## src/include/uart_consts.svh

```systemverilog
`ifndef UART_CONSTS_SVH
`define UART_CONSTS_SVH

// **************************************************
// Serial line timing
// **************************************************

// Clock cycles per serial bit
`define UART_CLKS_PER_BIT 16

// Data bits in one 8N1 frame
`define UART_DATA_BITS 8

// **************************************************
// Buffering
// **************************************************

// FIFO address width, depth is 2**bits with one slot unused
`define UART_FIFO_ADDR_BITS 3

`endif

```

## src/hdl/uartPkg.sv

```systemverilog
`include "uart_consts.svh"

package uartPkg;

	// **************************************************
	// Shared types
	// **************************************************

	// One data byte as it moves between FIFOs and serializers
	typedef logic [`UART_DATA_BITS-1:0] uartByte;

	// Frame position of both serial state machines
	typedef enum logic [1:0] {
		stateIdle,
		stateStart,
		stateData,
		stateStop
	} serialState;

endpackage

```

## src/hdl/byteFifo.sv

```systemverilog
`timescale 1ns/1ns

module byteFifo import uartPkg::*; #(
	parameter int ADDR_BITS = 3
) (
	input logic clk,
	input logic rst,
	input uartByte dataIn,
	input logic we,
	input logic oe,
	output uartByte dataOut,
	output logic isData,
	output logic bufferFull,
	output logic dataLost
);
	localparam int DEPTH = 1 << ADDR_BITS;

	uartByte storage [DEPTH];
	uartByte dataInReg;
	logic weReg;
	logic oeReg;
	logic [ADDR_BITS-1:0] head;
	logic [ADDR_BITS-1:0] tail;
	logic [ADDR_BITS-1:0] nextHead;
	logic [ADDR_BITS-1:0] nextTail;
	logic writeAccept;
	logic readAdvance;

	assign nextHead = head + ADDR_BITS'(1);
	assign nextTail = tail + ADDR_BITS'(1);

	// One slot stays empty so full and empty differ
	assign isData = head != tail;
	assign bufferFull = nextTail == head;

	assign writeAccept = weReg && !bufferFull;
	assign readAdvance = oeReg && isData;

	// Strobes take effect one edge after they are sampled
	always_ff @(posedge clk) begin
		if (rst) begin
			weReg <= 1'b0;
			oeReg <= 1'b0;
		end else begin
			weReg <= we;
			oeReg <= oe;
		end
	end

	always_ff @(posedge clk) begin
		dataInReg <= dataIn;
		if (writeAccept)
			storage[tail] <= dataInReg;
	end

	// **************************************************
	// Pointers, show-ahead output and lost flag
	// **************************************************
	always_ff @(posedge clk) begin
		if (rst) begin
			head <= '0;
			tail <= '0;
			dataOut <= '0;
			dataLost <= 1'b0;
		end else begin
			if (readAdvance) begin
				head <= nextHead;
				// Next head may be the slot being written right now
				if (writeAccept && nextHead == tail)
					dataOut <= dataInReg;
				else
					dataOut <= storage[nextHead];
			end else if (oeReg) begin
				dataOut <= '0;
			end

			if (writeAccept) begin
				tail <= nextTail;
				dataLost <= 1'b0;
				// Empty buffer shows the new byte at once
				if (!isData)
					dataOut <= dataInReg;
			end else if (weReg) begin
				dataLost <= 1'b1;
			end
		end
	end

endmodule

```

## src/hdl/baudTimer.sv

```systemverilog
`timescale 1ns/1ns
`include "uart_consts.svh"

module baudTimer import uartPkg::*; (
	input logic clk,
	input logic rst,
	input logic run,
	input logic halfFirst,
	output logic tick
);
	localparam int PERIOD = `UART_CLKS_PER_BIT;
	localparam int HALF = PERIOD / 2;
	localparam int COUNT_BITS = $clog2(PERIOD + 1);

	logic [COUNT_BITS-1:0] count;
	logic running;

	// Down-counter reloaded once per bit period
	always_ff @(posedge clk) begin
		if (rst || !run) begin
			count <= '0;
			running <= 1'b0;
			tick <= 1'b0;
		end else if (!running) begin
			// First interval, optionally half a bit for mid-bit sampling
			running <= 1'b1;
			tick <= 1'b0;
			if (halfFirst)
				count <= COUNT_BITS'(HALF - 1);
			else
				count <= COUNT_BITS'(PERIOD - 1);
		end else if (count == '0) begin
			count <= COUNT_BITS'(PERIOD - 1);
			tick <= 1'b1;
		end else begin
			count <= count - COUNT_BITS'(1);
			tick <= 1'b0;
		end
	end

endmodule

```

## src/hdl/uartTransmitter.sv

```systemverilog
`timescale 1ns/1ns
`include "uart_consts.svh"

module uartTransmitter import uartPkg::*; (
	input logic clk,
	input logic rst,
	input logic fifoHasData,
	input uartByte fifoByte,
	input logic tick,
	output logic fifoRead,
	output logic timerRun,
	output logic txd,
	output logic busy
);
	localparam int COUNT_BITS = $clog2(`UART_DATA_BITS);
	localparam logic [COUNT_BITS-1:0] LAST_BIT = COUNT_BITS'(`UART_DATA_BITS - 1);

	serialState state;
	logic [COUNT_BITS-1:0] bitCount;
	uartByte shiftReg;

	// Pop the head byte in the cycle it is captured
	assign fifoRead = (state == stateIdle) && fifoHasData;

	assign timerRun = state != stateIdle;
	assign busy = timerRun || fifoRead;

	// **************************************************
	// Frame sequencer
	// **************************************************
	always_ff @(posedge clk) begin
		if (rst) begin
			state <= stateIdle;
			bitCount <= '0;
			txd <= 1'b1;
		end else begin
			unique case (state)
				stateIdle: begin
					if (fifoHasData) begin
						// Start bit begins with the pop
						txd <= 1'b0;
						state <= stateStart;
					end
				end
				stateStart: begin
					if (tick) begin
						txd <= shiftReg[0];
						bitCount <= '0;
						state <= stateData;
					end
				end
				stateData: begin
					if (tick) begin
						if (bitCount == LAST_BIT) begin
							txd <= 1'b1;
							state <= stateStop;
						end else begin
							txd <= shiftReg[0];
							bitCount <= bitCount + COUNT_BITS'(1);
						end
					end
				end
				stateStop: begin
					if (tick)
						state <= stateIdle;
				end
			endcase
		end
	end

	// Data bits leave LSB first
	always_ff @(posedge clk) begin
		if (fifoRead)
			shiftReg <= fifoByte;
		else if (tick && (state == stateStart || state == stateData))
			shiftReg <= {1'b0, shiftReg[$bits(uartByte)-1:1]};
	end

endmodule

```

## src/hdl/uartReceiver.sv

```systemverilog
`timescale 1ns/1ns
`include "uart_consts.svh"

module uartReceiver import uartPkg::*; (
	input logic clk,
	input logic rst,
	input logic rxd,
	input logic tick,
	output logic timerRun,
	output logic timerHalf,
	output uartByte byteOut,
	output logic byteValid,
	output logic frameError
);
	localparam int COUNT_BITS = $clog2(`UART_DATA_BITS);
	localparam logic [COUNT_BITS-1:0] LAST_BIT = COUNT_BITS'(`UART_DATA_BITS - 1);

	serialState state;
	logic rxMeta;
	logic rxSync;
	logic rxPrev;
	logic startEdge;
	logic [COUNT_BITS-1:0] bitCount;
	uartByte shiftReg;

	// **************************************************
	// Input synchronizer and start detection
	// **************************************************

	// Idle line is high, so the stages reset high
	always_ff @(posedge clk) begin
		if (rst) begin
			rxMeta <= 1'b1;
			rxSync <= 1'b1;
			rxPrev <= 1'b1;
		end else begin
			rxMeta <= rxd;
			rxSync <= rxMeta;
			rxPrev <= rxSync;
		end
	end

	assign startEdge = rxPrev && !rxSync;

	// Half period first so every later tick lands mid-bit
	assign timerRun = state != stateIdle;
	assign timerHalf = state == stateStart;

	assign byteOut = shiftReg;

	// **************************************************
	// Frame sequencer
	// **************************************************
	always_ff @(posedge clk) begin
		if (rst) begin
			state <= stateIdle;
			bitCount <= '0;
			byteValid <= 1'b0;
			frameError <= 1'b0;
		end else begin
			byteValid <= 1'b0;
			frameError <= 1'b0;
			unique case (state)
				stateIdle: begin
					if (startEdge)
						state <= stateStart;
				end
				stateStart: begin
					if (tick) begin
						// Glitch rather than a real start bit
						if (rxSync) begin
							state <= stateIdle;
						end else begin
							bitCount <= '0;
							state <= stateData;
						end
					end
				end
				stateData: begin
					if (tick) begin
						bitCount <= bitCount + COUNT_BITS'(1);
						if (bitCount == LAST_BIT)
							state <= stateStop;
					end
				end
				stateStop: begin
					if (tick) begin
						state <= stateIdle;
						if (rxSync)
							byteValid <= 1'b1;
						else
							frameError <= 1'b1;
					end
				end
			endcase
		end
	end

	// LSB arrives first and shifts toward bit 0
	always_ff @(posedge clk) begin
		if (tick && state == stateData)
			shiftReg <= {rxSync, shiftReg[$bits(uartByte)-1:1]};
	end

endmodule

```

## src/hdl/uartCore.sv

```systemverilog
`timescale 1ns/1ns
`include "uart_consts.svh"

module uartCore import uartPkg::*; (
	input logic clk,
	input logic rst,
	input uartByte txData,
	input logic txWrite,
	input logic rxd,
	input logic rxRead,
	output logic txFull,
	output logic txLost,
	output logic txBusy,
	output logic txd,
	output uartByte rxData,
	output logic rxReady,
	output logic rxLost,
	output logic frameError
);
	uartByte txHead;
	uartByte rxByte;
	logic txHasData;
	logic txPop;
	logic txRun;
	logic txTick;
	logic rxRun;
	logic rxHalf;
	logic rxTick;
	logic rxByteValid;

	// **************************************************
	// Transmit path
	// **************************************************
	byteFifo #(.ADDR_BITS(`UART_FIFO_ADDR_BITS)) txFifo (
		.clk(clk), .rst(rst),
		.dataIn(txData), .we(txWrite), .oe(txPop),
		.dataOut(txHead), .isData(txHasData),
		.bufferFull(txFull), .dataLost(txLost)
	);

	// Transmit bits start on the edge, no half interval
	baudTimer txTimer (
		.clk(clk), .rst(rst), .run(txRun), .halfFirst(1'b0), .tick(txTick)
	);

	uartTransmitter transmitter (
		.clk(clk), .rst(rst),
		.fifoHasData(txHasData), .fifoByte(txHead), .tick(txTick),
		.fifoRead(txPop), .timerRun(txRun), .txd(txd), .busy(txBusy)
	);

	// **************************************************
	// Receive path
	// **************************************************
	uartReceiver receiver (
		.clk(clk), .rst(rst), .rxd(rxd), .tick(rxTick),
		.timerRun(rxRun), .timerHalf(rxHalf),
		.byteOut(rxByte), .byteValid(rxByteValid), .frameError(frameError)
	);

	baudTimer rxTimer (
		.clk(clk), .rst(rst), .run(rxRun), .halfFirst(rxHalf), .tick(rxTick)
	);

	byteFifo #(.ADDR_BITS(`UART_FIFO_ADDR_BITS)) rxFifo (
		.clk(clk), .rst(rst),
		.dataIn(rxByte), .we(rxByteValid), .oe(rxRead),
		.dataOut(rxData), .isData(rxReady),
		.bufferFull(), .dataLost(rxLost)
	);

endmodule

```

## config.mk

```make
export PLATFORM = sky130hd
export DESIGN_NAME = uartCore
export DESIGN_NICKNAME = d
export VERILOG_FILES = /design/src/hdl/uartPkg.sv /design/src/hdl/byteFifo.sv /design/src/hdl/baudTimer.sv /design/src/hdl/uartTransmitter.sv /design/src/hdl/uartReceiver.sv /design/src/hdl/uartCore.sv
export VERILOG_INCLUDE_DIRS = /design/src /design/src/include
export SDC_FILE = /design/constraint.sdc
export NUM_CORES = 1
export LEC_CHECK = 0
export BUFFER_PORTS_ARGS = -buffer_cell sky130_fd_sc_hd__buf_2
export CAP_MARGIN = 25
export CORE_UTILIZATION = 45
export DETAILED_ROUTE_END_ITERATION = 10
export GPL_TIMING_DRIVEN = 0
export HOLD_SLACK_MARGIN = 0.02
export PLACE_DENSITY = 0.59
export SLEW_MARGIN = 20
export SYNTH_ARGS = -nofsm -noshare
export SYNTH_HDL_FRONTEND = slang
export SYNTH_HIERARCHICAL = 1
export SYNTH_SLANG_ARGS = --single-unit
```

## constraint.sdc

```tcl
create_clock -name clk -period 3.1 [get_ports clk]
set_input_delay 0.62 -clock clk [delete_from_list [all_inputs] [get_ports clk]]
set_output_delay 0.62 -clock clk [all_outputs]
set_load 0.05 [all_outputs]
```

# == After elaboration in Yosys (flattened, before gate mapping) ==
# Memory sizes are Yosys's and may differ from the RTL's.
# Index checks and enable logic that the tools add are counted.
# totals
reg_bits,96
ramBits,128
in_bits,13
output_inout_bits,15
word_cells,166
memories,2
# classes
n_addsub,8
n_eq_ne,26
muxes,53
bitwise_logic,4
reduce_logical,40
# memory_table
memory,words,width,read_ports,rd_clocked_by_memory_dff,wr,line,rtl
rxFifo.storage,8,8,1,0,1,byteFifo.sv:18,uartByte storage [DEPTH];
txFifo.storage,8,8,1,0,1,byteFifo.sv:18,
# ops
cell,n
2-to-1 mux 8 bit,12
2-to-1 mux 2 bit,11
adder 3 x 1 -> 3 bit (second input constant),6
2-to-1 mux 3 bit,6
case mux 2 bit (4 select lines),2
2-to-1 mux 1 bit,14
!= test 2 x 1 -> 1 bit (second input constant),7
equality test 3 bit,4
2-to-1 mux 4 bit,3
case mux 3 bit (2 select lines),2
AND reduction 4 bit,3
logical AND 1 bit,10
logical NOT 5 bit,2
2-to-1 mux 5 bit,2
!= test 2 bit (second input constant),5
AND reduction 5 bit,2
nonzero test 2 bit,5
subtractor 5 x 1 -> 5 bit (second input constant),2
equality test 2 bit (second input constant),4
OR reduction 2 bit,4
equality test 3 bit (second input constant),2
!= test 3 bit,2
OR reduction 3 bit,2
logical NOT 1 bit,5
other kinds (6),14

# == Logic depth before layout (Yosys ltp) ==
# logic_depth
ltp_word,9
mapped_depth,7
mapped_depth_nobuf,7

# == Modules after synthesis ==
# The synthesis kept the hierarchy.
# modules_own_cells
mod,instances,cells_per_inst,area_per_inst_um2,seq_area_each_um2
byteFifo,2,201,3454.6,2422.3
uartTransmitter,1,66,769.5,360.3
uartReceiver,1,50,673.1,440.4
baudTimer,2,27,265.3,140.1
uartCore,1,1,3.8,0.0

# == Least setup slack after synthesis ==
# Ideal clock, no wire load.
# synth_timing
kind,register to output
from,register txFifo.tail[2]
to,output txFull
t_arrival_ps,2009
t_required_ps,2480
path_slack_ps,471
path_stages_with_launch,4
path_cell_list,dfxtp_1 -> buf_6 -> xor3_1 -> nor3_1
# synth_via
elab_chain_cells,2
# synth_rtl
element,line,rtl
"start, declared",byteFifo.sv:23,logic [ADDR_BITS-1:0] tail;
"start signal, assigned",byteFifo.sv:78,tail <= nextTail;
adder 3 x 1 -> 3 bit,byteFifo.sv:30,assign nextTail = tail + ADDR_BITS'(1);
equality test 3 bit,byteFifo.sv:34,assign bufferFull = nextTail == head;
"end, declared",uartCore.sv:11,"output logic txFull,"
# No other way between the ends.

# == Worst setup path after layout ==
# layout_timing
from,register txFifo.head[0]
to,output txBusy
# layout_via
elab_chain_cells,3
# layout_rtl
element,line,rtl
"start, declared",byteFifo.sv:22,logic [ADDR_BITS-1:0] head;
"start signal, assigned",byteFifo.sv:67,head <= nextHead;
!= test 3 bit,byteFifo.sv:33,assign isData = head != tail;
net txHasData,uartCore.sv:22,logic txHasData;
logical AND 1 bit,uartTransmitter.sv:23,assign fifoRead = (state == stateIdle) && fifoHasData;
logical OR 1 bit,uartTransmitter.sv:26,assign busy = timerRun || fifoRead;
"end, declared",uartCore.sv:13,"output logic txBusy,"
# The timed path passes the listed nets, and every way through them passes these cells.

==> run metrics <==
NetSw approximately 1.6 mW; Max Clock Skew 0.01902 ns; flop and latch count out of synthesis around 220; YS warnings 6; CP max stage delay ~0.33 ns; leakage power total between 3 and 4 nW; final hold vios 0; largest net degree at the start of global routing 15; sw frac 0.2347; final number of setup-violating endpoints 0; Initial DRC Count ~200; vias in the first global route roughly 5000; share of cells above drive strength 1 0.2481; Slew Limit Fails 0; TritonCTS clock tree built; Top FF cell, synth edfxtp_1; hold crit path type in2reg; grt ovf 0; IO Port Bufs 27; Post-synth EDFFs about 140; Fill cells between 1500 and 2000; Num CTS Buffers 25; vias per cell roughly 5.3; final RePlAce weighted congestion 0.7717; post-synth net total around 600; Detailed Routing Iterations Pass 1 4; Slew HR 0.3361; Crit. End Element output port; mapped cell area around 0.0089 mm²; asr flop ratio synth 0; synthesis-to-layout area growth 15.81%; RSZ-0062 raised after global routing no; Setup WS pre-CTS between 0.3 and 0.4 ns; DRT Wirelength about 16000 µm; CP startpoint kind flop; Post-Syn Instances 573; die area 0.02031 mm²; site row count ~50; Final Power roughly 6.7 mW; # diodes 0; Power Dens Cells between 600 and 700 mW/mm²; Crit Path Category reg2out; CP Max Fanout 10; Int Power between 5 and 6 mW; Root Driver clkbuf_16; first-pass GRT wire length around 26000 µm; wire per inst between 15 and 20 µm; Worst Path Required between 2 and 2.5 ns; clock sink count 224; critical-path cell list buf_2, xor2_1, nor3_1, inv_1, nand2b_1, buf_2; Final min period approximately 2.8 ns; most frequent CP cell buf_2; I/O pin count 28; Comb power frac 0.090; setup ws final ~0.28 ns; Max clock buf depth 3; initial antenna violation count 0; max_cap viols 0; Tot GR Track Use 0.1657; Yosys cell types 56; Post-Syn Area per Cell roughly 16 µm²; worst slew pin tran between 0.9 and 1 ns; Detail Route Antenna Nets 0; achievable clock frequency about 360 MHz; Initial Util 0.4581; Die Wd approximately 140 µm; CP arrival approximately 2.2 ns; Core ar. 0.01940 mm²; DR vias 4852; Crit-path slowest cell dfxtp_1; clk slew on worst S/H paths 0.06 ns; nets 667; fin crit share 0.9081; Worst-Skew Late Latency approximately 0.52 ns; H-Tree Depth 1; VDD IR max 0.0004759 V; Die H approximately 140 µm; residual DRC count 0; status finished, final reports clean; Post-DP HPWL 10840 µm; Seq pwr share 0.498; sequential share of the synthesized area 0.6669; clock share of power 0.413
-- final timing paths --
kind | slack (ns) | endpoint | cells after the start | from
worst max-delay path | 0.28 | txBusy | 6 | txFifo/head[0]
worst min-delay path | 0.20 | txFifo/dataInReg[3] | 1 | txData[3]
worst min register to register | 0.35 | rxFifo/dataInReg[0] | 0 | receiver/byteOut[0]
worst max register to register | 0.41 | txFifo/dataOut[2] | 6 | txFifo/head[1]
-- synth_stat cells (all sizes together), types with 2 or more instances --
master,number,share of area
mux2,7,0.0089
nor2,23,0.0097
nor4b,6,0.0059
nand3b,4,0.0034
nor3b,6,0.0051
inv,40,0.017
nor4bb,2,0.0023
nor3,12,0.0079
nor4,2,0.0014
nor2b,6,0.0045
nand3,2,0.0011
a31oi,5,0.0035
nand2,32,0.014
buf,11,0.0076
xor2,16,0.016
o31a,2,0.0020
ha,16,0.023
a2111oi,3,0.0051
o21ai,6,0.0034
edfxtp,144,0.49
dfxtp,80,0.18
o31ai,4,0.0034
o311ai,2,0.0020
o211ai,5,0.0042
o221ai,16,0.017
a21oi,18,0.010
nand4b,2,0.0020
xor3,4,0.012
mux2i,21,0.024
nand2b,5,0.0055
clkbuf,9,0.0038
or2,4,0.0028
a211o,2,0.0023
or3,3,0.0024
mux4,32,0.081
o41a,2,0.0025
xnor2,8,0.0079
a211oi,2,0.0017
-- cell usage in the layout, fill, tap and decap left out, types with 4 or more instances in the layout --
master,n
edfxtp_1,144
dfxtp_1,80
buf_2,43
inv_1,40
nand2_1,32
mux4_2,32
clkbuf_16,25
nor2_1,23
mux2i_1,21
a21oi_1,18
ha_1,16
xor2_1,15
o221ai_1,14
clkbuf_1,10
xnor2_1,8
mux2_2,7
clkinv_1,6
nor3_1,6
nor3_2,6
o21ai_0,6
nor2b_1,5
o211ai_1,5
a31oi_1,5
nand3b_1,4
o31ai_1,4
nor4b_2,4
nor3b_2,4
buf_4,4
-- sequential cells by signal, summed over array words and instances, names as in the netlist, 2 cells and up, named ones only --
| name | cells |
|---|---|
| rxFifo/dataOut | 8 |
| txFifo/dataOut | 8 |
| txFifo/storage | 64 |
| txFifo/head | 3 |
| txFifo/tail | 3 |
| rxFifo/tail | 3 |
| rxFifo/head | 3 |
| transmitter/state | 2 |
| rxFifo/dataInReg | 8 |
| receiver/byteOut | 8 |
| transmitter/shiftReg | 8 |
| rxFifo/storage | 64 |
| receiver/bitCount | 3 |
| txFifo/dataInReg | 8 |
| txTimer/count | 5 |
| rxTimer/count | 5 |
| transmitter/bitCount | 3 |
-- worst max-delay path: cells and delay by family (launching register included) --
kind / cells / cell delay (ns)
XOR/XNOR: 1 / 0.31
flip-flops: 1 / 0.33
AND/OR/NAND/NOR: 2 / 0.31
buffers and inverters: 3 / 0.72
-- stage by stage --
| step | area (µm²) | setup TNS, ns | hold slack [ns] | util | instances |
|---|---|---|---|---|---|
| floorplan | 8886 | 0 | 0.3233 | - | 573 |
| global placement | 9353 | -9.854 | 0.3270 | 0.4821 | 865 |
| detailed placement | 9498 | 0 | 0.3450 | 0.4896 | 875 |
| CTS | 10280 | 0 | 0.1803 | 0.5302 | 921 |
| global route | 10290 | 0 | 0.1828 | 0.5305 | 922 |
| finish | 10290 | 0 | 0.2017 | 0.5305 | 922 |
-- power by group through the flow --
stage | Combinational (mW) | Sequential [mW] | Clock [mW]
2_1_floorplan | 0.451 | 3.41 | 0
3_3_place_gp | 0.578 | 3.41 | 0
3_5_place_dp | 0.602 | 3.41 | 0
4_1_cts | 0.606 | 3.35 | 2.86
5_1_grt | 0.670 | 3.36 | 2.98
6_report | 0.603 | 3.35 | 2.78
-- cell families (layout without fill, tap and decap cells) --
logic type	after synthesis	in the layout	synth area share
flops	224	224	0.6669
compound gates	72	72	0.06294
other cells	1	1	0.0004220
xor+xnor	28	28	0.03520
fa+ha+maj	16	16	0.02253
buf+inv	60	144	0.02830
simple gates	112	112	0.07012
mux	60	60	0.1136
-- final cells by class --
type                    instances  area, µm²  area share
flip-flops and latches        224       5926      0.5758
repair buffers                 38      200.2     0.01945
clock inverters                19      153.9     0.01495
plain buffers                  20      102.6    0.009970
clock buffers                  27      633.1     0.06152
multi-input cells             289       2794      0.2715
well taps                     265      331.6     0.03222
inverters                      40      150.1     0.01459
-- timing repair --
item,in CTS,in global routing
endpoints found under the setup margin,0,1
hold buffers,0,0
buffers inserted,0,0
gates resized for setup,0,2
-- per-layer routing --
layer	GRT usage	share of wire	up-vias
li1	-	-	2325
met1	0.2151	0.45	2412
met2	0.2841	0.49	81
met3	0.02860	0.037	34
met4	0.04980	0.022	0
met5	0	0	-
No activity file was read; power rests on OpenSTA's default activity.
